## src/design/md_bus_pkg.sv

```systemverilog
// bus widths, payload types and strobe structs shared by the 68000 and Z80 bus resolvers
`default_nettype none

package md_bus_pkg;

	// main (68000) and sound (Z80) bus widths
	localparam int MAIN_DATA_W = 16;
	localparam int MAIN_ADDR_W = 23;
	localparam int SOUND_DATA_W = 8;
	localparam int SOUND_ADDR_W = 16;

	// work RAM address widths
	localparam int WRAM_ADDR_W = 15;
	localparam int ZRAM_ADDR_W = 13;

	typedef logic [MAIN_DATA_W-1:0] main_data_t;
	typedef logic [MAIN_ADDR_W-1:0] main_addr_t;
	typedef logic [SOUND_DATA_W-1:0] sound_data_t;
	typedef logic [SOUND_ADDR_W-1:0] sound_addr_t;

	// 68000 bus strobes, all active low
	typedef struct packed {
		logic as_n;
		logic uds_n;
		logic lds_n;
	} main_strb_t;

	// Z80 bus strobes, all active low
	typedef struct packed {
		logic rd_n;
		logic wr_n;
		logic mreq_n;
	} sound_strb_t;

	// what an undriven bus does
	typedef enum logic {
		IDLE_HOLD = 1'b0,
		IDLE_PULLUP = 1'b1
	} idle_mode_e;

	typedef struct packed {
		logic [WRAM_ADDR_W-1:0] addr;
		logic [1:0] be;
		main_data_t wdata;
		logic wren;
	} wram_port_t;

	typedef struct packed {
		logic [ZRAM_ADDR_W-1:0] addr;
		sound_data_t wdata;
		logic wren;
	} zram_port_t;

endpackage

`default_nettype wire

```

## src/design/md_audio_pkg.sv

```systemverilog
// sample widths and types for the FM, 2612 DAC, PSG and mixed audio paths
`default_nettype none

package md_audio_pkg;

	localparam int FM_W = 9;
	localparam int DAC_W = 10;
	localparam int PSG_W = 16;
	localparam int MIX_W = 16;
	localparam int MIX2612_W = 18;

	// unsigned linear FM, signed 2612 DAC
	typedef logic [FM_W-1:0] fm_sample_t;
	typedef logic signed [DAC_W-1:0] dac_sample_t;
	typedef logic [PSG_W-1:0] psg_sample_t;

	typedef logic [MIX_W-1:0] mix_t;
	typedef logic [MIX2612_W-1:0] mix2612_t;

	// centre of the unsigned FM range
	localparam fm_sample_t FM_MIDPOINT = 9'd256;

endpackage

`default_nettype wire

```

## src/design/bus_merge.sv

```systemverilog
// registered wired-OR resolver for a bus with several open-drain or tri-state drivers
`timescale 1ns/1ns
`default_nettype none

module bus_merge #(
	parameter type payload_t = logic,
	parameter int N_SRC = 2,
	parameter md_bus_pkg::idle_mode_e IDLE = md_bus_pkg::IDLE_HOLD
) (
	input wire MCLK2,
	input wire rst_n_i,
	input wire payload_t src_i [N_SRC],
	input wire payload_t src_off_i [N_SRC],
	output payload_t bus_o
);

	import md_bus_pkg::*;

	localparam int W = $bits(payload_t);
	localparam logic PULLUP = (IDLE == IDLE_PULLUP);

	logic [W-1:0] drv_or;
	logic [W-1:0] undriven;
	logic [W-1:0] bus_d;
	logic [W-1:0] bus_q;

	// per bit: OR of every driving source, and whether any source drives at all
	always_comb
	begin
		drv_or = '0;
		undriven = '1;
		for (int i = 0; i < N_SRC; i++)
		begin
			drv_or = drv_or | (src_i[i] & ~src_off_i[i]);
			undriven = undriven & src_off_i[i];
		end
	end

	// undriven bits either float high or keep the last value
	assign bus_d = drv_or | (undriven & (PULLUP ? {W{1'b1}} : bus_q));

	always_ff @(posedge MCLK2 or negedge rst_n_i)
	begin
		if (!rst_n_i)
			bus_q <= {W{PULLUP}};
		else
			bus_q <= bus_d;
	end

	assign bus_o = payload_t'(bus_q);

	// every driver pattern, including none, must resolve to known bits
	a_bus_known: assert property (@(posedge MCLK2) disable iff (!rst_n_i)
		!$isunknown(bus_q));

endmodule

`default_nettype wire

```

## src/design/main_bus.sv

```systemverilog
// 68000-side bus resolution with work RAM and cartridge drivers, and the work RAM port
`timescale 1ns/1ns
`default_nettype none

module main_bus #(
	parameter md_bus_pkg::idle_mode_e HOLD_IDLE = md_bus_pkg::IDLE_HOLD,
	parameter md_bus_pkg::idle_mode_e STRB_IDLE = md_bus_pkg::IDLE_PULLUP
) (
	input wire MCLK2,
	input wire rst_n_i,
	input wire md_bus_pkg::main_data_t vdp_data_i,
	input wire md_bus_pkg::main_data_t vdp_data_off_i,
	input wire md_bus_pkg::main_data_t cpu_data_i,
	input wire md_bus_pkg::main_data_t cpu_data_off_i,
	input wire md_bus_pkg::main_addr_t vdp_addr_i,
	input wire md_bus_pkg::main_addr_t vdp_addr_off_i,
	input wire md_bus_pkg::main_addr_t cpu_addr_i,
	input wire md_bus_pkg::main_addr_t cpu_addr_off_i,
	input wire md_bus_pkg::main_strb_t vdp_strb_i,
	input wire md_bus_pkg::main_strb_t vdp_strb_off_i,
	input wire md_bus_pkg::main_strb_t cpu_strb_i,
	input wire md_bus_pkg::main_strb_t cpu_strb_off_i,
	input wire vdp_rw_i,
	input wire vdp_rw_off_i,
	input wire cpu_rw_i,
	input wire cpu_rw_off_i,
	input wire md_bus_pkg::main_data_t ram_q_i,
	input wire eoe_n_i,
	input wire noe_n_i,
	input wire ras0_n_i,
	input wire uwr_n_i,
	input wire lwr_n_i,
	input wire ia14_i,
	input wire md_bus_pkg::main_data_t cart_data_i,
	input wire cart_data_en_i,
	input wire m3_i,
	input wire cart_pause_i,
	input wire dtack_pull_i,
	input wire ext_dtack_i,
	input wire br_pull_i,
	input wire bgack_pull_i,
	output md_bus_pkg::main_data_t data_o,
	output md_bus_pkg::main_addr_t addr_o,
	output md_bus_pkg::main_strb_t strb_o,
	output logic rw_o,
	output logic dtack_n_o,
	output logic br_n_o,
	output logic bgack_n_o,
	output md_bus_pkg::wram_port_t wram_o,
	output logic cart_dma_o
);

	import md_bus_pkg::*;

	logic m3_q;
	main_data_t ram_off;
	main_data_t cart_off;
	main_addr_t ovl_addr;
	main_addr_t ovl_off;

	main_data_t data_src [4];
	main_data_t data_off [4];
	main_addr_t addr_src [3];
	main_addr_t addr_off [3];
	main_strb_t strb_src [2];
	main_strb_t strb_off [2];
	logic rw_src [2];
	logic rw_off [2];

	// RAM byte lanes open on their own output enable plus RAS0
	assign ram_off = {{8{eoe_n_i | ras0_n_i}}, {8{noe_n_i | ras0_n_i}}};

	// in Mark III mode the cartridge only reaches the low byte
	assign cart_off = m3_q ? {16{~cart_data_en_i}} : {8'hff, {8{~cart_data_en_i}}};

	// Mark III mode forces the top address bits
	assign ovl_addr = {~cart_pause_i, 1'b0, 1'b1, 20'h0};
	assign ovl_off = {{3{m3_q}}, 20'hfffff};

	// source order: video chip, 68000, work RAM, cartridge
	assign data_src = '{vdp_data_i, cpu_data_i, ram_q_i, cart_data_i};
	assign data_off = '{vdp_data_off_i, cpu_data_off_i, ram_off, cart_off};
	assign addr_src = '{vdp_addr_i, cpu_addr_i, ovl_addr};
	assign addr_off = '{vdp_addr_off_i, cpu_addr_off_i, ovl_off};
	assign strb_src = '{vdp_strb_i, cpu_strb_i};
	assign strb_off = '{vdp_strb_off_i, cpu_strb_off_i};
	assign rw_src = '{vdp_rw_i, cpu_rw_i};
	assign rw_off = '{vdp_rw_off_i, cpu_rw_off_i};

	bus_merge #(.payload_t(main_data_t), .N_SRC(4), .IDLE(HOLD_IDLE)) data_merge_i (
		.MCLK2(MCLK2),
		.rst_n_i(rst_n_i),
		.src_i(data_src),
		.src_off_i(data_off),
		.bus_o(data_o)
	);

	bus_merge #(.payload_t(main_addr_t), .N_SRC(3), .IDLE(HOLD_IDLE)) addr_merge_i (
		.MCLK2(MCLK2),
		.rst_n_i(rst_n_i),
		.src_i(addr_src),
		.src_off_i(addr_off),
		.bus_o(addr_o)
	);

	bus_merge #(.payload_t(main_strb_t), .N_SRC(2), .IDLE(STRB_IDLE)) strb_merge_i (
		.MCLK2(MCLK2),
		.rst_n_i(rst_n_i),
		.src_i(strb_src),
		.src_off_i(strb_off),
		.bus_o(strb_o)
	);

	bus_merge #(.payload_t(logic), .N_SRC(2), .IDLE(STRB_IDLE)) rw_merge_i (
		.MCLK2(MCLK2),
		.rst_n_i(rst_n_i),
		.src_i(rw_src),
		.src_off_i(rw_off),
		.bus_o(rw_o)
	);

	// pulled lines and the cartridge mode pin
	always_ff @(posedge MCLK2 or negedge rst_n_i)
	begin
		if (!rst_n_i)
		begin
			m3_q <= 1'b0;
			dtack_n_o <= 1'b1;
			br_n_o <= 1'b1;
			bgack_n_o <= 1'b1;
		end
		else
		begin
			m3_q <= m3_i;
			dtack_n_o <= ~(dtack_pull_i | ext_dtack_i);
			br_n_o <= ~br_pull_i;
			bgack_n_o <= ~bgack_pull_i;
		end
	end

	assign cart_dma_o = ~bgack_n_o;

	// A13 of the RAM comes from the video chip, not the bus
	assign wram_o.addr = {addr_o[14], ia14_i, addr_o[12:0]};
	assign wram_o.be = {~uwr_n_i, ~lwr_n_i};
	assign wram_o.wdata = data_o;
	assign wram_o.wren = (~uwr_n_i | ~lwr_n_i) & ~ras0_n_i;

	// a RAM byte lane is never read and written in the same RAS0 cycle
	a_wram_lane: assert property (@(posedge MCLK2) disable iff (!rst_n_i)
		!ras0_n_i |-> !((!uwr_n_i && !eoe_n_i) || (!lwr_n_i && !noe_n_i)));

endmodule

`default_nettype wire

```

## src/design/sound_bus.sv

```systemverilog
// Z80-side bus resolution and the Z80 RAM port
`timescale 1ns/1ns
`default_nettype none

module sound_bus #(
	parameter md_bus_pkg::idle_mode_e DATA_IDLE = md_bus_pkg::IDLE_PULLUP,
	parameter md_bus_pkg::idle_mode_e ADDR_IDLE = md_bus_pkg::IDLE_HOLD,
	parameter md_bus_pkg::idle_mode_e STRB_IDLE = md_bus_pkg::IDLE_PULLUP
) (
	input wire MCLK2,
	input wire rst_n_i,
	input wire md_bus_pkg::sound_data_t vdp_data_i,
	input wire md_bus_pkg::sound_data_t vdp_data_off_i,
	input wire md_bus_pkg::sound_data_t z80_data_i,
	input wire md_bus_pkg::sound_data_t z80_data_off_i,
	input wire md_bus_pkg::sound_addr_t vdp_addr_i,
	input wire md_bus_pkg::sound_addr_t vdp_addr_off_i,
	input wire md_bus_pkg::sound_addr_t z80_addr_i,
	input wire md_bus_pkg::sound_addr_t z80_addr_off_i,
	input wire md_bus_pkg::sound_strb_t vdp_strb_i,
	input wire md_bus_pkg::sound_strb_t vdp_strb_off_i,
	input wire md_bus_pkg::sound_strb_t z80_strb_i,
	input wire md_bus_pkg::sound_strb_t z80_strb_off_i,
	input wire md_bus_pkg::sound_data_t zram_q_i,
	input wire zram_n_i,
	output md_bus_pkg::sound_data_t data_o,
	output md_bus_pkg::sound_addr_t addr_o,
	output md_bus_pkg::sound_strb_t strb_o,
	output md_bus_pkg::zram_port_t zram_o
);

	import md_bus_pkg::*;

	sound_data_t data_src [3];
	sound_data_t data_off [3];
	sound_addr_t addr_src [2];
	sound_addr_t addr_off [2];
	sound_strb_t strb_src [2];
	sound_strb_t strb_off [2];

	// Z80 RAM answers a resolved read while selected
	assign data_src = '{vdp_data_i, z80_data_i, zram_q_i};
	assign data_off = '{vdp_data_off_i, z80_data_off_i, {SOUND_DATA_W{strb_o.rd_n | zram_n_i}}};
	assign addr_src = '{vdp_addr_i, z80_addr_i};
	assign addr_off = '{vdp_addr_off_i, z80_addr_off_i};
	assign strb_src = '{vdp_strb_i, z80_strb_i};
	assign strb_off = '{vdp_strb_off_i, z80_strb_off_i};

	bus_merge #(.payload_t(sound_data_t), .N_SRC(3), .IDLE(DATA_IDLE)) data_merge_i (
		.MCLK2(MCLK2),
		.rst_n_i(rst_n_i),
		.src_i(data_src),
		.src_off_i(data_off),
		.bus_o(data_o)
	);

	bus_merge #(.payload_t(sound_addr_t), .N_SRC(2), .IDLE(ADDR_IDLE)) addr_merge_i (
		.MCLK2(MCLK2),
		.rst_n_i(rst_n_i),
		.src_i(addr_src),
		.src_off_i(addr_off),
		.bus_o(addr_o)
	);

	bus_merge #(.payload_t(sound_strb_t), .N_SRC(2), .IDLE(STRB_IDLE)) strb_merge_i (
		.MCLK2(MCLK2),
		.rst_n_i(rst_n_i),
		.src_i(strb_src),
		.src_off_i(strb_off),
		.bus_o(strb_o)
	);

	// 8K window, mirrored by the decoder upstream
	assign zram_o.addr = addr_o[ZRAM_ADDR_W-1:0];
	assign zram_o.wdata = data_o;
	assign zram_o.wren = ~zram_n_i & ~strb_o.wr_n;

endmodule

`default_nettype wire

```

## src/design/audio_mix.sv

```systemverilog
// mixes the FM outputs with the PSG into the linear and 2612-style stereo pairs
`timescale 1ns/1ns
`default_nettype none

module audio_mix (
	input wire md_audio_pkg::fm_sample_t mol_i,
	input wire md_audio_pkg::fm_sample_t mor_i,
	input wire md_audio_pkg::dac_sample_t mol_2612_i,
	input wire md_audio_pkg::dac_sample_t mor_2612_i,
	input wire md_audio_pkg::psg_sample_t psg_i,
	output md_audio_pkg::mix_t a_l_o,
	output md_audio_pkg::mix_t a_r_o,
	output md_audio_pkg::mix2612_t a_l_2612_o,
	output md_audio_pkg::mix2612_t a_r_2612_o
);

	import md_audio_pkg::*;

	// recentre, sign-extend one bit, scale by 64, add PSG
	function automatic mix_t fm_mix(input fm_sample_t fm, input psg_sample_t psg);
		fm_sample_t fm_s;
		fm_s = fm - FM_MIDPOINT;
		return {fm_s[FM_W-1], fm_s, 6'h0} + psg;
	endfunction

	// DAC times 192 as x128 plus x64
	function automatic mix2612_t dac_mix(input dac_sample_t dac, input psg_sample_t psg);
		mix2612_t x128;
		mix2612_t x64;
		x128 = {dac[DAC_W-1], dac, 7'h0};
		x64 = {{2{dac[DAC_W-1]}}, dac, 6'h0};
		return x128 + x64 + {2'h0, psg};
	endfunction

	assign a_l_o = fm_mix(mol_i, psg_i);
	assign a_r_o = fm_mix(mor_i, psg_i);

	assign a_l_2612_o = dac_mix(mol_2612_i, psg_i);
	assign a_r_2612_o = dac_mix(mor_2612_i, psg_i);

endmodule

`default_nettype wire

```

## src/design/md_glue.sv

```systemverilog
// board glue top level; chip bus drivers come in as ports, resolved buses and audio go out
`timescale 1ns/1ns
`default_nettype none

module md_glue #(
	parameter md_bus_pkg::idle_mode_e MAIN_IDLE = md_bus_pkg::IDLE_HOLD,
	parameter md_bus_pkg::idle_mode_e STRB_IDLE = md_bus_pkg::IDLE_PULLUP,
	parameter md_bus_pkg::idle_mode_e ZDATA_IDLE = md_bus_pkg::IDLE_PULLUP,
	parameter md_bus_pkg::idle_mode_e ZADDR_IDLE = md_bus_pkg::IDLE_HOLD
) (
	input wire MCLK2,
	input wire rst_n_i,
	// 68000 side
	input wire md_bus_pkg::main_data_t vdp_data_i,
	input wire md_bus_pkg::main_data_t vdp_data_off_i,
	input wire md_bus_pkg::main_data_t cpu_data_i,
	input wire md_bus_pkg::main_data_t cpu_data_off_i,
	input wire md_bus_pkg::main_addr_t vdp_addr_i,
	input wire md_bus_pkg::main_addr_t vdp_addr_off_i,
	input wire md_bus_pkg::main_addr_t cpu_addr_i,
	input wire md_bus_pkg::main_addr_t cpu_addr_off_i,
	input wire md_bus_pkg::main_strb_t vdp_strb_i,
	input wire md_bus_pkg::main_strb_t vdp_strb_off_i,
	input wire md_bus_pkg::main_strb_t cpu_strb_i,
	input wire md_bus_pkg::main_strb_t cpu_strb_off_i,
	input wire vdp_rw_i,
	input wire vdp_rw_off_i,
	input wire cpu_rw_i,
	input wire cpu_rw_off_i,
	input wire md_bus_pkg::main_data_t ram_q_i,
	input wire eoe_n_i,
	input wire noe_n_i,
	input wire ras0_n_i,
	input wire uwr_n_i,
	input wire lwr_n_i,
	input wire ia14_i,
	input wire md_bus_pkg::main_data_t cart_data_i,
	input wire cart_data_en_i,
	input wire m3_i,
	input wire cart_pause_i,
	input wire dtack_pull_i,
	input wire ext_dtack_i,
	input wire br_pull_i,
	input wire bgack_pull_i,
	// Z80 side
	input wire md_bus_pkg::sound_data_t snd_vdp_data_i,
	input wire md_bus_pkg::sound_data_t snd_vdp_data_off_i,
	input wire md_bus_pkg::sound_data_t z80_data_i,
	input wire md_bus_pkg::sound_data_t z80_data_off_i,
	input wire md_bus_pkg::sound_addr_t snd_vdp_addr_i,
	input wire md_bus_pkg::sound_addr_t snd_vdp_addr_off_i,
	input wire md_bus_pkg::sound_addr_t z80_addr_i,
	input wire md_bus_pkg::sound_addr_t z80_addr_off_i,
	input wire md_bus_pkg::sound_strb_t snd_vdp_strb_i,
	input wire md_bus_pkg::sound_strb_t snd_vdp_strb_off_i,
	input wire md_bus_pkg::sound_strb_t z80_strb_i,
	input wire md_bus_pkg::sound_strb_t z80_strb_off_i,
	input wire md_bus_pkg::sound_data_t zram_q_i,
	input wire zram_n_i,
	// audio sources
	input wire md_audio_pkg::fm_sample_t mol_i,
	input wire md_audio_pkg::fm_sample_t mor_i,
	input wire md_audio_pkg::dac_sample_t mol_2612_i,
	input wire md_audio_pkg::dac_sample_t mor_2612_i,
	input wire md_audio_pkg::psg_sample_t psg_i,
	// resolved 68000 bus
	output md_bus_pkg::main_data_t main_data_o,
	output md_bus_pkg::main_addr_t main_addr_o,
	output md_bus_pkg::main_strb_t main_strb_o,
	output logic main_rw_o,
	output logic dtack_n_o,
	output logic br_n_o,
	output logic bgack_n_o,
	output md_bus_pkg::wram_port_t wram_o,
	output logic cart_dma_o,
	output md_bus_pkg::main_addr_t cart_address_o,
	output md_bus_pkg::main_data_t cart_data_wr_o,
	// resolved Z80 bus
	output md_bus_pkg::sound_data_t snd_data_o,
	output md_bus_pkg::sound_addr_t snd_addr_o,
	output md_bus_pkg::sound_strb_t snd_strb_o,
	output md_bus_pkg::zram_port_t zram_o,
	// mixed audio
	output md_audio_pkg::mix_t a_l_o,
	output md_audio_pkg::mix_t a_r_o,
	output md_audio_pkg::mix2612_t a_l_2612_o,
	output md_audio_pkg::mix2612_t a_r_2612_o
);

	main_bus #(.HOLD_IDLE(MAIN_IDLE), .STRB_IDLE(STRB_IDLE)) main_bus_i (
		.*,
		.data_o(main_data_o),
		.addr_o(main_addr_o),
		.strb_o(main_strb_o),
		.rw_o(main_rw_o)
	);

	sound_bus #(.DATA_IDLE(ZDATA_IDLE), .ADDR_IDLE(ZADDR_IDLE), .STRB_IDLE(STRB_IDLE))
	sound_bus_i (
		.*,
		.vdp_data_i(snd_vdp_data_i),
		.vdp_data_off_i(snd_vdp_data_off_i),
		.vdp_addr_i(snd_vdp_addr_i),
		.vdp_addr_off_i(snd_vdp_addr_off_i),
		.vdp_strb_i(snd_vdp_strb_i),
		.vdp_strb_off_i(snd_vdp_strb_off_i),
		.data_o(snd_data_o),
		.addr_o(snd_addr_o),
		.strb_o(snd_strb_o)
	);

	audio_mix audio_mix_i (.*);

	// cartridge edge sees the resolved main bus directly
	assign cart_address_o = main_addr_o;
	assign cart_data_wr_o = main_data_o;

endmodule

`default_nettype wire

```

## config.mk

```make
export PLATFORM = sky130hd
export DESIGN_NAME = md_glue
export DESIGN_NICKNAME = d
export VERILOG_FILES = /design/src/design/md_bus_pkg.sv /design/src/design/md_audio_pkg.sv /design/src/design/bus_merge.sv /design/src/design/main_bus.sv /design/src/design/sound_bus.sv /design/src/design/audio_mix.sv /design/src/design/md_glue.sv
export SDC_FILE = /design/constraint.sdc
export NUM_CORES = 1
export LEC_CHECK = 0
export BUFFER_PORTS_ARGS = -buffer_cell sky130_fd_sc_hd__buf_4
export CORE_AREA = 2 2 241 243
export DETAILED_ROUTE_END_ITERATION = 8
export DIE_AREA = 0 0 243 245
export HOLD_SLACK_MARGIN = 0.12
export PLACE_DENSITY = 0.42
export RECOVER_POWER = 25
export SYNTH_ARGS = -nofsm -noshare
export SYNTH_HDL_FRONTEND = slang
export SYNTH_SLANG_ARGS = --single-unit
```

## constraint.sdc

```tcl
create_clock -name MCLK2 -period 5.7 [get_ports MCLK2]
set_input_delay 0.285 -clock MCLK2 [delete_from_list [all_inputs] [get_ports MCLK2]]
set_output_delay 0.285 -clock MCLK2 [all_outputs]
set_load 0.05 [all_outputs]
```

# ---- Word level (Yosys, flattened, before mapping)
# Cells that the tools add are included.
dict set report totals {
  in_bits 390
  ff_bits 74
  out_inout_bits 237
}
dict set report classes {
  n_bitwise 86
  n_mux 1
  add_sub_neg 8
}
# operator n
set op_table {}
lappend op_table {{$and A16 B16 Y16} 12}
lappend op_table {{$and A23 B23 Y23} 6}
lappend op_table {{$not A16 Y16} 6}
lappend op_table {{$or A16 B16 Y16} 6}
lappend op_table {{$not A23 Y23} 3}
lappend op_table {{$or A23 B23 Y23} 3}
lappend op_table {{$and A8 B8 Y8} 5}
lappend op_table {{$add A17 B16 Y18} 2}
lappend op_table {{$add A18 B16 Y18} 2}
lappend op_table {{$add A16 B16 Y16} 2}
lappend op_table {{$not A8 Y8} 3}
lappend op_table {{$or A8 B8 Y8} 3}
lappend op_table {{$and A3 B3 Y3} 6}
lappend op_table {{$sub A9 B9 Y9 const B} 2}
lappend op_table {{$mux W16} 1}
lappend op_table {{$not A1 Y1} 13}
lappend op_table {{$not A3 Y3} 4}
lappend op_table {{$or A3 B3 Y3} 4}
lappend op_table {{$or A1 B1 Y1} 7}
lappend op_table {{$and A1 B1 Y1} 5}

# ---- Logic depth before layout (Yosys ltp)
# Gate-level depths: netlist of run 1.
dict set report depth {
  word_depth 6
  ltp_mapped 11
  mapped_depth_nobuf 11
}

# ---- By module
# Synthesis of run 1 repeated with hierarchy kept, for this count alone.
dict set report hier_totals {
  hier_cells 792
  hier_area_um2 7016.7
}
# mod n_inst area_each_um2 cells_per_inst
set modules_own_cells {}
lappend modules_own_cells {audio_mix 1 2138.3 243}
lappend modules_own_cells {{bus_merge (main_bus_i.addr_merge_i)} 1 1295.0 138}
lappend modules_own_cells {{bus_merge (main_bus_i.data_merge_i)} 1 1121.1 144}
lappend modules_own_cells {{bus_merge (sound_bus_i.addr_merge_i)} 1 840.8 80}
lappend modules_own_cells {{bus_merge (sound_bus_i.data_merge_i)} 1 450.4 48}
lappend modules_own_cells {main_bus 1 395.4 49}
lappend modules_own_cells {md_glue 1 292.8 39}
lappend modules_own_cells {{bus_merge (main_bus_i.strb_merge_i ...)} 2 135.1 12}
lappend modules_own_cells {sound_bus 1 167.7 23}
lappend modules_own_cells {{bus_merge (main_bus_i.rw_merge_i)} 1 45.0 4}

# ---- Worst setup path after synthesis of run 1
# No wires, ideal clock.
dict set report synth_timing {
  kind {input -> output}
  start {input port mol_2612_i[0]}
  end {output port a_l_2612_o[17]}
  arrival_time_ps 2858
  cell_stages 11
  n_path_buf 0
  setup_slack_ps 2557
  required_ps 5415
  path_cell_list {inv_1 > fa_1 > inv_1 > ha_1 > inv_1 > fa_1 > nand2b_1 > a21oi_1 > o31ai_1 > a31oi_1 > xor2_1}
}
dict set report synth_between {
  elab_chain_len 2
}
# item line_no
set synth_lines {}
lappend synth_lines {{from (decl)} md_glue.sv:63} ;# input wire md_audio_pkg::dac_sample_t mol_2612_i,
lappend synth_lines {{$add A17 B16 Y18} audio_mix.sv:32} ;# return x128 + x64 + {2'h0, psg};
lappend synth_lines {{$add A18 B16 Y18} audio_mix.sv:32}
lappend synth_lines {{to (decl)} md_glue.sv:86} ;# output md_audio_pkg::mix2612_t a_l_2612_o,
# No other way between the ends.

# ---- Final worst setup path of run 1
dict set report layout_timing {
  start {input port psg_i[7]}
  end {output port a_l_2612_o[17]}
}
dict set report layout_between {
  elab_chain_len 1
}
# item line_no
set layout_lines {}
lappend layout_lines {{from (decl)} md_glue.sv:65} ;# input wire md_audio_pkg::psg_sample_t psg_i,
lappend layout_lines {{$add A18 B16 Y18} audio_mix.sv:32}
# No other way between the ends.

==> results of run 1 <==
stage by stage:
stage,hold WS [ps],power [W],util (%),setup slack (ps)
after floorplan,-10.6,0.00185,-,2560
after global placement,332,0.00247,19.4,2620
after detailed placement,330,0.00247,19.4,2610
after CTS,120,0.00325,21.7,2600
after global routing,131,0.00334,21.6,2280
final,138,0.00318,21.6,2620
power groups by stage:
stage               Combinational (W)  Clock (W)  Sequential [W]
floorplan                     0.00105          0        0.000802
detailed placement            0.00181          0        0.000661
finish                        0.00186   0.000671        0.000651
global placement              0.00181          0        0.000660
global route                  0.00197   0.000720        0.000657
CTS                           0.00189   0.000715        0.000652
synthesized netlist by cell type:
cell type / count
nor3_1: 3
nor4_1: 8
clkbuf_1: 4
and2_2: 1
a222oi_1: 24
and2_1: 2
inv_1: 159
xor2_1: 12
dfstp_2: 18
o21bai_1: 6
and3_4: 3
o21a_1: 2
nand3_1: 59
nor2_1: 11
ha_1: 38
fa_1: 22
xnor2_1: 24
a21o_1: 7
buf_2: 1
nor2b_1: 3
nand2_1: 35
a41oi_1: 1
and3_1: 3
nand2b_1: 3
a31oi_1: 3
a21boi_0: 1
o21ai_1: 2
buf_4: 115
o221ai_1: 38
mux2i_1: 7
a2111oi_4: 2
nand4_1: 9
o2111ai_1: 4
nor2_2: 1
o31ai_1: 10
a21oi_1: 31
dfrtp_1: 56
o21ai_0: 14
o211ai_1: 2
cell families after synthesis:
logic type / Yosys count / synth area share (%)
AND/OR/NAND/NOR: 141 / 10.9
flip-flops: 74 / 28.8
adder cells (fa/ha/maj): 60 / 14.1
XOR/XNOR: 36 / 4.85
multiplexers: 7 / 1.08
buffers and inverters: 279 / 22.8
AO/OA/AOI/OAI: 147 / 17.5
final cells by class:
class                           count  area (um2)
Fill cell                        6387       44700
Inverter                          159         597
Antenna cell                        3        7.51
Tap cell                          765         957
Timing Repair Buffer              699        5440
Clock inverter                      7        82.6
Clock buffer                        9         225
Multi-Input combinational cell    391        3140
Sequential cell                    74        1870
flip-flops by register name, summed over array words and instances, names as in the netlist:
register and count:
sound_bus_i.addr_merge_i.bus_o 16, main_bus_i.br_n_o 1, main_bus_i.bgack_n_o 1, main_bus_i.strb_merge_i.bus_o 3, main_bus_i.rw_merge_i.bus_o 1, main_bus_i.addr_merge_i.bus_o 23
main_bus_i.m3_q 1, sound_bus_i.strb_merge_i.bus_o 3, main_bus_i.data_merge_i.bus_o 16, sound_bus_i.data_merge_i.bus_o 8, main_bus_i.dtack_n_o 1
worst paths after layout:
path	startpoint	to	slack, ps	depth (start not counted)
hold reg to reg	sound_bus_i.addr_merge_i.bus_o[13]$_DFF_PN0_	sound_bus_i.addr_merge_i.bus_o[13]$_DFF_PN0_	550	2
setup / recovery	psg_i[7]	a_l_2612_o[17]	2620	13
setup reg to reg	main_bus_i.m3_q$_DFF_PN0_	main_bus_i.data_merge_i.bus_o[14]$_DFF_PN0_	3670	5
hold / removal	vdp_strb_off_i[2]	main_bus_i.strb_merge_i.bus_o[2]$_DFF_PN1_	140	2
max in group asynchronous	rst_n_i	main_bus_i.addr_merge_i.bus_o[12]$_DFF_PN0_	2710	3
min in group asynchronous	rst_n_i	main_bus_i.data_merge_i.bus_o[11]$_DFF_PN0_	1210	2
critical path: cells and delay by family:
family,cells,cell delay [ps]
AO/OA/AOI/OAI,3,530
adder cells (fa/ha/maj),3,1040
XOR/XNOR,1,160
buffers and inverters,5,570
AND/OR/NAND/NOR,1,180
layer usage:
metal / global-route usage (%) / vias up / routed length (um)
li1: - / 3638 / -
met1: 18.3 / 3766 / 18900
met5: 0 / - / 48
met2: 25.4 / 406 / 22200
met3: 5.12 / 47 / 3940
met4: 4.20 / 8 / 820
==> run summary, run 1 <==
The most numerous cell type found on the critical path is inv_1. The post-synthesis average cell area came out at 8.73 um2. For this design the top-level I/O count stands at 627.

The quantity of hold-fixing buffers added after cts is 101, and the final net count is 1784. The net switching power is 0.00159 W. The minimum clock period after layout was 3080 ps. For this design, the slowest cell found on the critical path is fa_1.

Most frequent standard cell in the layout excluding fill and tap cells: buf_4. The final critical path takes up 54.0% of the cycle. Leaving out fill and tap cells, the most frequent cells in the layout are buf_4 (564), inv_1 (159), dlygate4sd3_1 (101). The logs give 0 for the count of endpoints failing setup in the final report and 0.0570 mm2 for the core footprint. Based on the critical path, the design can be clocked at up to 0.325 GHz. The synthesized design contains 74 register bits.

Per report_power, the combinational group accounts for 58.5% of the total. For the global-route wire length before repair, the log shows 62500 um. STA classifies the critical path endpoint as an output port.

The die is 245 um tall. The leakage dissipation is 6.17 nW, and the synthesis warning total is 0. The initial utilization of the core area, before any placement, comes to 11.4%. Power spread over the standard cell area amounts to 258 mW/mm2. Path type of the worst setup path: input port to output port. The non-filler instance count after layout is 2107.

The tools report the buffer cell driving the clock tree root as clkbuf_16. On the worst path, the slowest cell contributes a delay of 460 ps. The logs give 45900 um for the total wirelength of the detailed-routed design and 0.932 for the global placer's final weighted congestion.

After clock tree synthesis, the clock-pin slew on the worst setup and hold paths is 60 ps. Type of the tightest min-delay check: input port to flip-flop. The logs give 34 for the number of max-slew violations in the final report and 1987 for the number of instances in the placed design. The checks that failed: capacitance limit, slew limit.

The tools report the critical path data arrival time as 2790 ps. Summed over all instances, the cell type with the most area after synthesis is dfrtp_1. Of all nets on the critical path, the largest fanout is 6.

TritonCTS built the clock tree. The flow ran to the end, but the final reports show violations. Buffers placed on the I/O ports in this run total 594. In the final timing run, aggregate negative setup slack is 0 ps.

At the pin with the least slew margin, the transition time is 2500 ps. Clock tree synthesis inserted a total of 9 buffers. The share of layout cells above drive strength 1 is 46.5%, and the fraction of power consumed by the clock network is 21.1%.

The x dimension of the die is 243 um. Global routing used 15.1% of the available tracks across all layers. The clock net in this run drives a total of 74 sinks. Post-CTS timing repair inserted 0 buffers for setup. Synthesis produced a netlist with a net count of 1194. Setup repair after global routing left no endpoint under its margin.

The post-cts repair resize count is 0, and the number of vias per cell after detailed routing is 3.73. Per report_power, the sequential group accounts for 20.5% of the total. For the row count, the log shows 88.

Global routing finished with a remaining overflow of 0. Across all layers, the routed design uses 7865 vias. The proportion of total power due to net switching was 50.0%.

For the H-tree depth, the log shows 3. The clock latency at the later pin of the worst-skew pair is 380 ps, and the synthesized area is 0.00650 mm2. The number of hold violations in the final report was 0; the estimated wirelength of the detail-placed design was 40100 um. Sorting the synthesized cells by area gives the leading types as dfrtp_1 (22%), buf_4 (13%), inv_1 (9.2%), ha_1 (7.3%), dfstp_2 (7.3%).

The number of detailed-routing iterations run before antenna repair was 7; the maximum vdd ir drop was 153 uV. After detailed routing, the average wire length per cell comes to 21.8 um. The number of violations of the max-capacitance limit is 1. The number of violations reported at the end of detailed-routing iteration 0 is 490. Headroom to the max-slew limit came out at -66.5%. Sequential cells were found to cover 28.8% of the synthesized design area. The tools report the via count of the first global-routing pass as 8163.

Counting distinct cell types in the post-synthesis netlist gives 39. The startpoint type of the worst setup path was an input port. Of the post-synthesis cell area, the dominant cell type holds 21.6%.

STA puts the critical path data required time at 5410 ps. Initial antenna violation count: 11. Once placement finished, the instance area stood at 0.0111 mm2. The worst setup skew after layout is 12.3 ps. For this run, design rule violations remaining after detail routing come to 0.

Walking the worst path, the cells encountered are buf_4 > inv_1 > fa_1 > inv_1 > ha_1 > inv_1 > fa_1 > nand2b_1 > a21oi_1 > o31ai_1 > a31oi_1 > xor2_1 > buf_4. The area growth from synthesis to final layout came out at 89.7%. The longest clock path from root to sink contains 2 buffers. The area enclosed by the die boundary was 0.0595 mm2. With fillers left out, the area of the finished cells amounts to 0.0123 mm2.

Synthesis produced 744 cells. The internal power of the cells totals 0.00159 W. Entering global routing, the biggest net connects 43 pins. The count of nets left with antenna violations after detail routing is 0.
Power figures use the tool's default switching activity.
==> run 2: changes to the inputs <==
--- a/config.mk
+++ b/config.mk
@@ -6,11 +6,11 @@
 export NUM_CORES = 1
 export LEC_CHECK = 0
 export BUFFER_PORTS_ARGS = -buffer_cell sky130_fd_sc_hd__buf_4
-export CORE_AREA = 2 2 241 243
+export CORE_AREA = 2 2 247 249
 export DETAILED_ROUTE_END_ITERATION = 8
-export DIE_AREA = 0 0 243 245
+export DIE_AREA = 0 0 249 251
 export HOLD_SLACK_MARGIN = 0.12
-export PLACE_DENSITY = 0.42
+export PLACE_DENSITY = 0.41
 export RECOVER_POWER = 25
 export SYNTH_ARGS = -nofsm -noshare
 export SYNTH_HDL_FRONTEND = slang
==> constraint.sdc (replaced) <==
create_clock -name MCLK2 -period 2.85 [get_ports MCLK2]
set_input_delay 0.1425 -clock MCLK2 [delete_from_list [all_inputs] [get_ports MCLK2]]
set_output_delay 0.1425 -clock MCLK2 [all_outputs]
set_load 0.05 [all_outputs]
==> run 2 against run 1 <==
Against the previous run: register-to-register slack lost 3200 ps; the run now ends clean; non-clock buffer count grew 54; critical endpoint is now a_r_2612_o[15]; combinational power rose by 110%; global-route usage up 0.36 points; first-iteration DRC count is 0.20% lower; via count is 4.5% higher; total power rose by 100%.
==> run summary, run 2 (synthesis gave the netlist of run 1 again) <==
The number of violations reported at the end of detailed-routing iteration 0 was 489 (-0.20%). The logs give 6.44 nW (+4.3%) for the leakage dissipation and 2480 ps (-310 ps) for the critical path data arrival time. The most frequent standard cell in the layout excluding fill and tap cells was buf_4. For this run, the top clock speed supported by timing is 0.381 GHz. The run gives 0 (unchanged) as the total congestion overflow.

The slew of the pin with the lowest slew margin came out at 1280 ps (-1220 ps). The number of max-slew violations in the final report is 0 (-100%), and the sequential cell area is 0.00187 mm2 (unchanged). The share of the clock period used by the worst path is 92.2%, and the post-detailed-route wirelength per cell is 22.7 um (+4.2%). Via count of the first global-routing pass: 8594 (+5.3%). Worst slew slack as a fraction of its limit: 14.8% (+81 points).

The tools report the total DRC errors in the routed layout as 0 (unchanged). For the pin count of the biggest net entering global routing, the log shows 44 (+2.3%). The tools report the startpoint type of the worst setup path as an input port. The chip height is 251 um (+2.4%).

The run finished with clean final reports. The endpoint required time on the critical path came out at 2710 ps (-2700 ps). Clock tree synthesis selected as its root buffer the cell clkbuf_16. Cell repeated most along the worst path: buf_4. The run gives 0 (unchanged) as the count of endpoints failing setup in the final report. The tools report the worst-case clock buffer depth as 2 (unchanged).

Total wirelength of the detailed-routed design: 49600 um (+7.9%). The logs give 3 (unchanged) for the H-tree depth and 66600 um (+6.6%) for the global-route wire length before repair. The run gives 0 (-1) as the number of violations of the max-capacitance limit. The cell family contributing the most delay on the critical path is adder cells. The tools report the area enclosed by the die boundary as 0.0625 mm2 (+5.0%).

The slowest cell on the critical path is fa_1. The logs give 0 (unchanged) for the number of buffers inserted to repair setup after CTS and 0.0598 mm2 (+4.8%) for the core footprint. The logs give 0 (unchanged) for the count of nets left with antenna violations after detail routing and 74 (unchanged) for the number of clock sinks seen by CTS. The setup path with the least slack is of type input port to output port. In the layout the commonest cells are buf_4 (585), inv_1 (159), dlygate4sd3_1 (155).

For the initial antenna violation count, the log shows 19 (+8). The maximum fanout along the worst path is 5 (-1), and the total routing resource utilization after global routing is 15.5% (+0.36 points). The global placer's final weighted congestion was 0.971 (+4.2%); the clock latency at the later pin of the worst-skew pair was 390 ps (about the same). Number of vias after detailed routing: 8218 (+4.5%). The signal on the critical path passes through buf_4 > buf_4 > fa_1 > ha_1 > inv_1 > fa_2 > nor2b_2 > o2111ai_1 > nand2_1 > o31ai_1 > xnor2_1 > buf_4. For the setup TNS, the log shows 0 ps (unchanged). The number of vias per cell after detailed routing works out to 3.77 (+0.90%). The estimated wirelength of the detail-placed design is 43400 um (+8.1%), and the number of detailed-routing iterations run before antenna repair is 5 (-2). The total of fill cells in the finished design is 6673 (+4.5%).

Row count: 90 (+2.3%). The x dimension of the die came out at 249 um (+2.5%). The I/O pin count is 627 (unchanged), and the area taken by multi-input logic gates is 0.00318 mm2 (+1.1%). The share of layout cells above drive strength 1 works out to 45.7% (-0.80 points). The flip-flop count of the largest register, all copies and words added was 23 (unchanged).

The minimum clock period after layout works out to 2630 ps. In this run the worst hold path is classified as input port to output port. The peak per-stage delay on the critical path was 430 ps (-30 ps).

From synthesis to final layout, the design area changed by 99.7%. The final net count came out at 1838 (+3.0%). For the number of instances in the placed design, the log shows 2004 (+0.86%). TritonCTS built the clock tree. The tools report the worst hold slack after final layout as 285 ps (+147 ps). The power density normalized to cell area was 503 mW/mm2 (+95%); the non-filler instance count after layout was 2182 (+3.6%). The effective utilization at floorplan came out at 10.9% (-0.53 points). Setup repair after global routing left no endpoint under its margin. The buffering stage count on the worst path with inverters included was 4 (-1). For the number of hold violations in the final report, the log shows 0 (unchanged). The number of buffers added on ports was 594 (unchanged). For the worst setup skew after layout, the log shows 16.9 ps (+4.53 ps). Clock buffer count from CTS: 9 (unchanged). For the maximum vdd ir drop, the log shows 300 uV (+97%). STA classifies the critical path endpoint as an output port.
## run 2: changes by cell type in the layout (fill, tap and decap cells not counted), moves of 2 or more
cell | before | now
buf_4 | 564 | 585
clkbuf_1 | 16 | 8
clkbuf_2 | 0 | 2
clkbuf_4 | 18 | 3
clkbuf_8 | 0 | 3
diode_2 | 3 | 7
dlygate4sd3_1 | 101 | 155
inv_6 | 3 | 0
## run 2: worst reg2reg max path, cell delays in order (launching register included)
cell and delay (ps):
dfstp_2 540, nor2_1 40, buf_4 190, a222oi_1 260, dlygate4sd3_1 590, o31ai_1 80, dlygate4sd3_1 580
## run 2: final timing paths
path                                                               from                                            to  slack, ps  cells past startpoint
max reg2reg                 sound_bus_i.strb_merge_i.bus_o[2]$_DFF_PN1_   sound_bus_i.data_merge_i.bus_o[1]$_DFF_PN1_        500                      6
min                                                            psg_i[3]                                 a_l_2612_o[3]        290                      0
max                                                            psg_i[7]                                a_r_2612_o[15]        220                     12
min reg2reg                sound_bus_i.addr_merge_i.bus_o[15]$_DFF_PN0_  sound_bus_i.addr_merge_i.bus_o[15]$_DFF_PN0_       1070                      3
max in group asynchronous                                       rst_n_i    main_bus_i.addr_merge_i.bus_o[8]$_DFF_PN0_        410                      3
min in group asynchronous                                       rst_n_i  sound_bus_i.addr_merge_i.bus_o[14]$_DFF_PN0_        520                      2
## run 2: area by class of cell
type / count / area share [%]
diodes: 7 / 0.135
clock buffers: 13 / 2.08
clock inverters: 3 / 0.357
inverters: 159 / 4.60
multi-input cells: 391 / 24.5
flip-flops and latches: 74 / 14.4
well taps: 782 / 7.54
repair buffers: 753 / 46.3
## run 2: report_power, final
group,internal [W],switching [W],leakage [nW]
Combinational,0.00142,0.00243,5.46
Clock,0.000755,0.000595,0.152
Sequential,0.00116,0.000156,0.827
Total,0.00334,0.00318,6.44
## run 2: layer usage
| layer | track usage [%] | routed length [um] | up-vias | share of wire [%] |
|---|---|---|---|---|
| li1 | - | - | 3752 | - |
| met1 | 16.8 | 19000 | 3964 | 38 |
| met2 | 26.7 | 24500 | 416 | 49 |
| met3 | 7.28 | 4980 | 62 | 10 |
| met4 | 4.09 | 806 | 24 | 1.6 |
| met5 | 1.78 | 299 | - | 0.60 |
## run 2: metrics by stage
step | worst slack, ps | util (%) | total power [W] | instance area [um2]
finish | 223 | 21.7 | 0.00652 | 13000
CTS | 20.9 | 21.7 | 0.00663 | 13000
global placement | 26.4 | 18.6 | 0.00496 | 11100
floorplan | 28.6 | - | 0.00371 | 6500
detailed placement | 38.6 | 18.6 | 0.00495 | 11100
global route | 5.09 | 21.7 | 0.00686 | 13000
## run 2: what timing repair did
action	CTS	global route
hold buffers	155	0
gates resized for setup	0	7
hold endpoints to repair	95	0
endpoints found under the setup margin	0	3
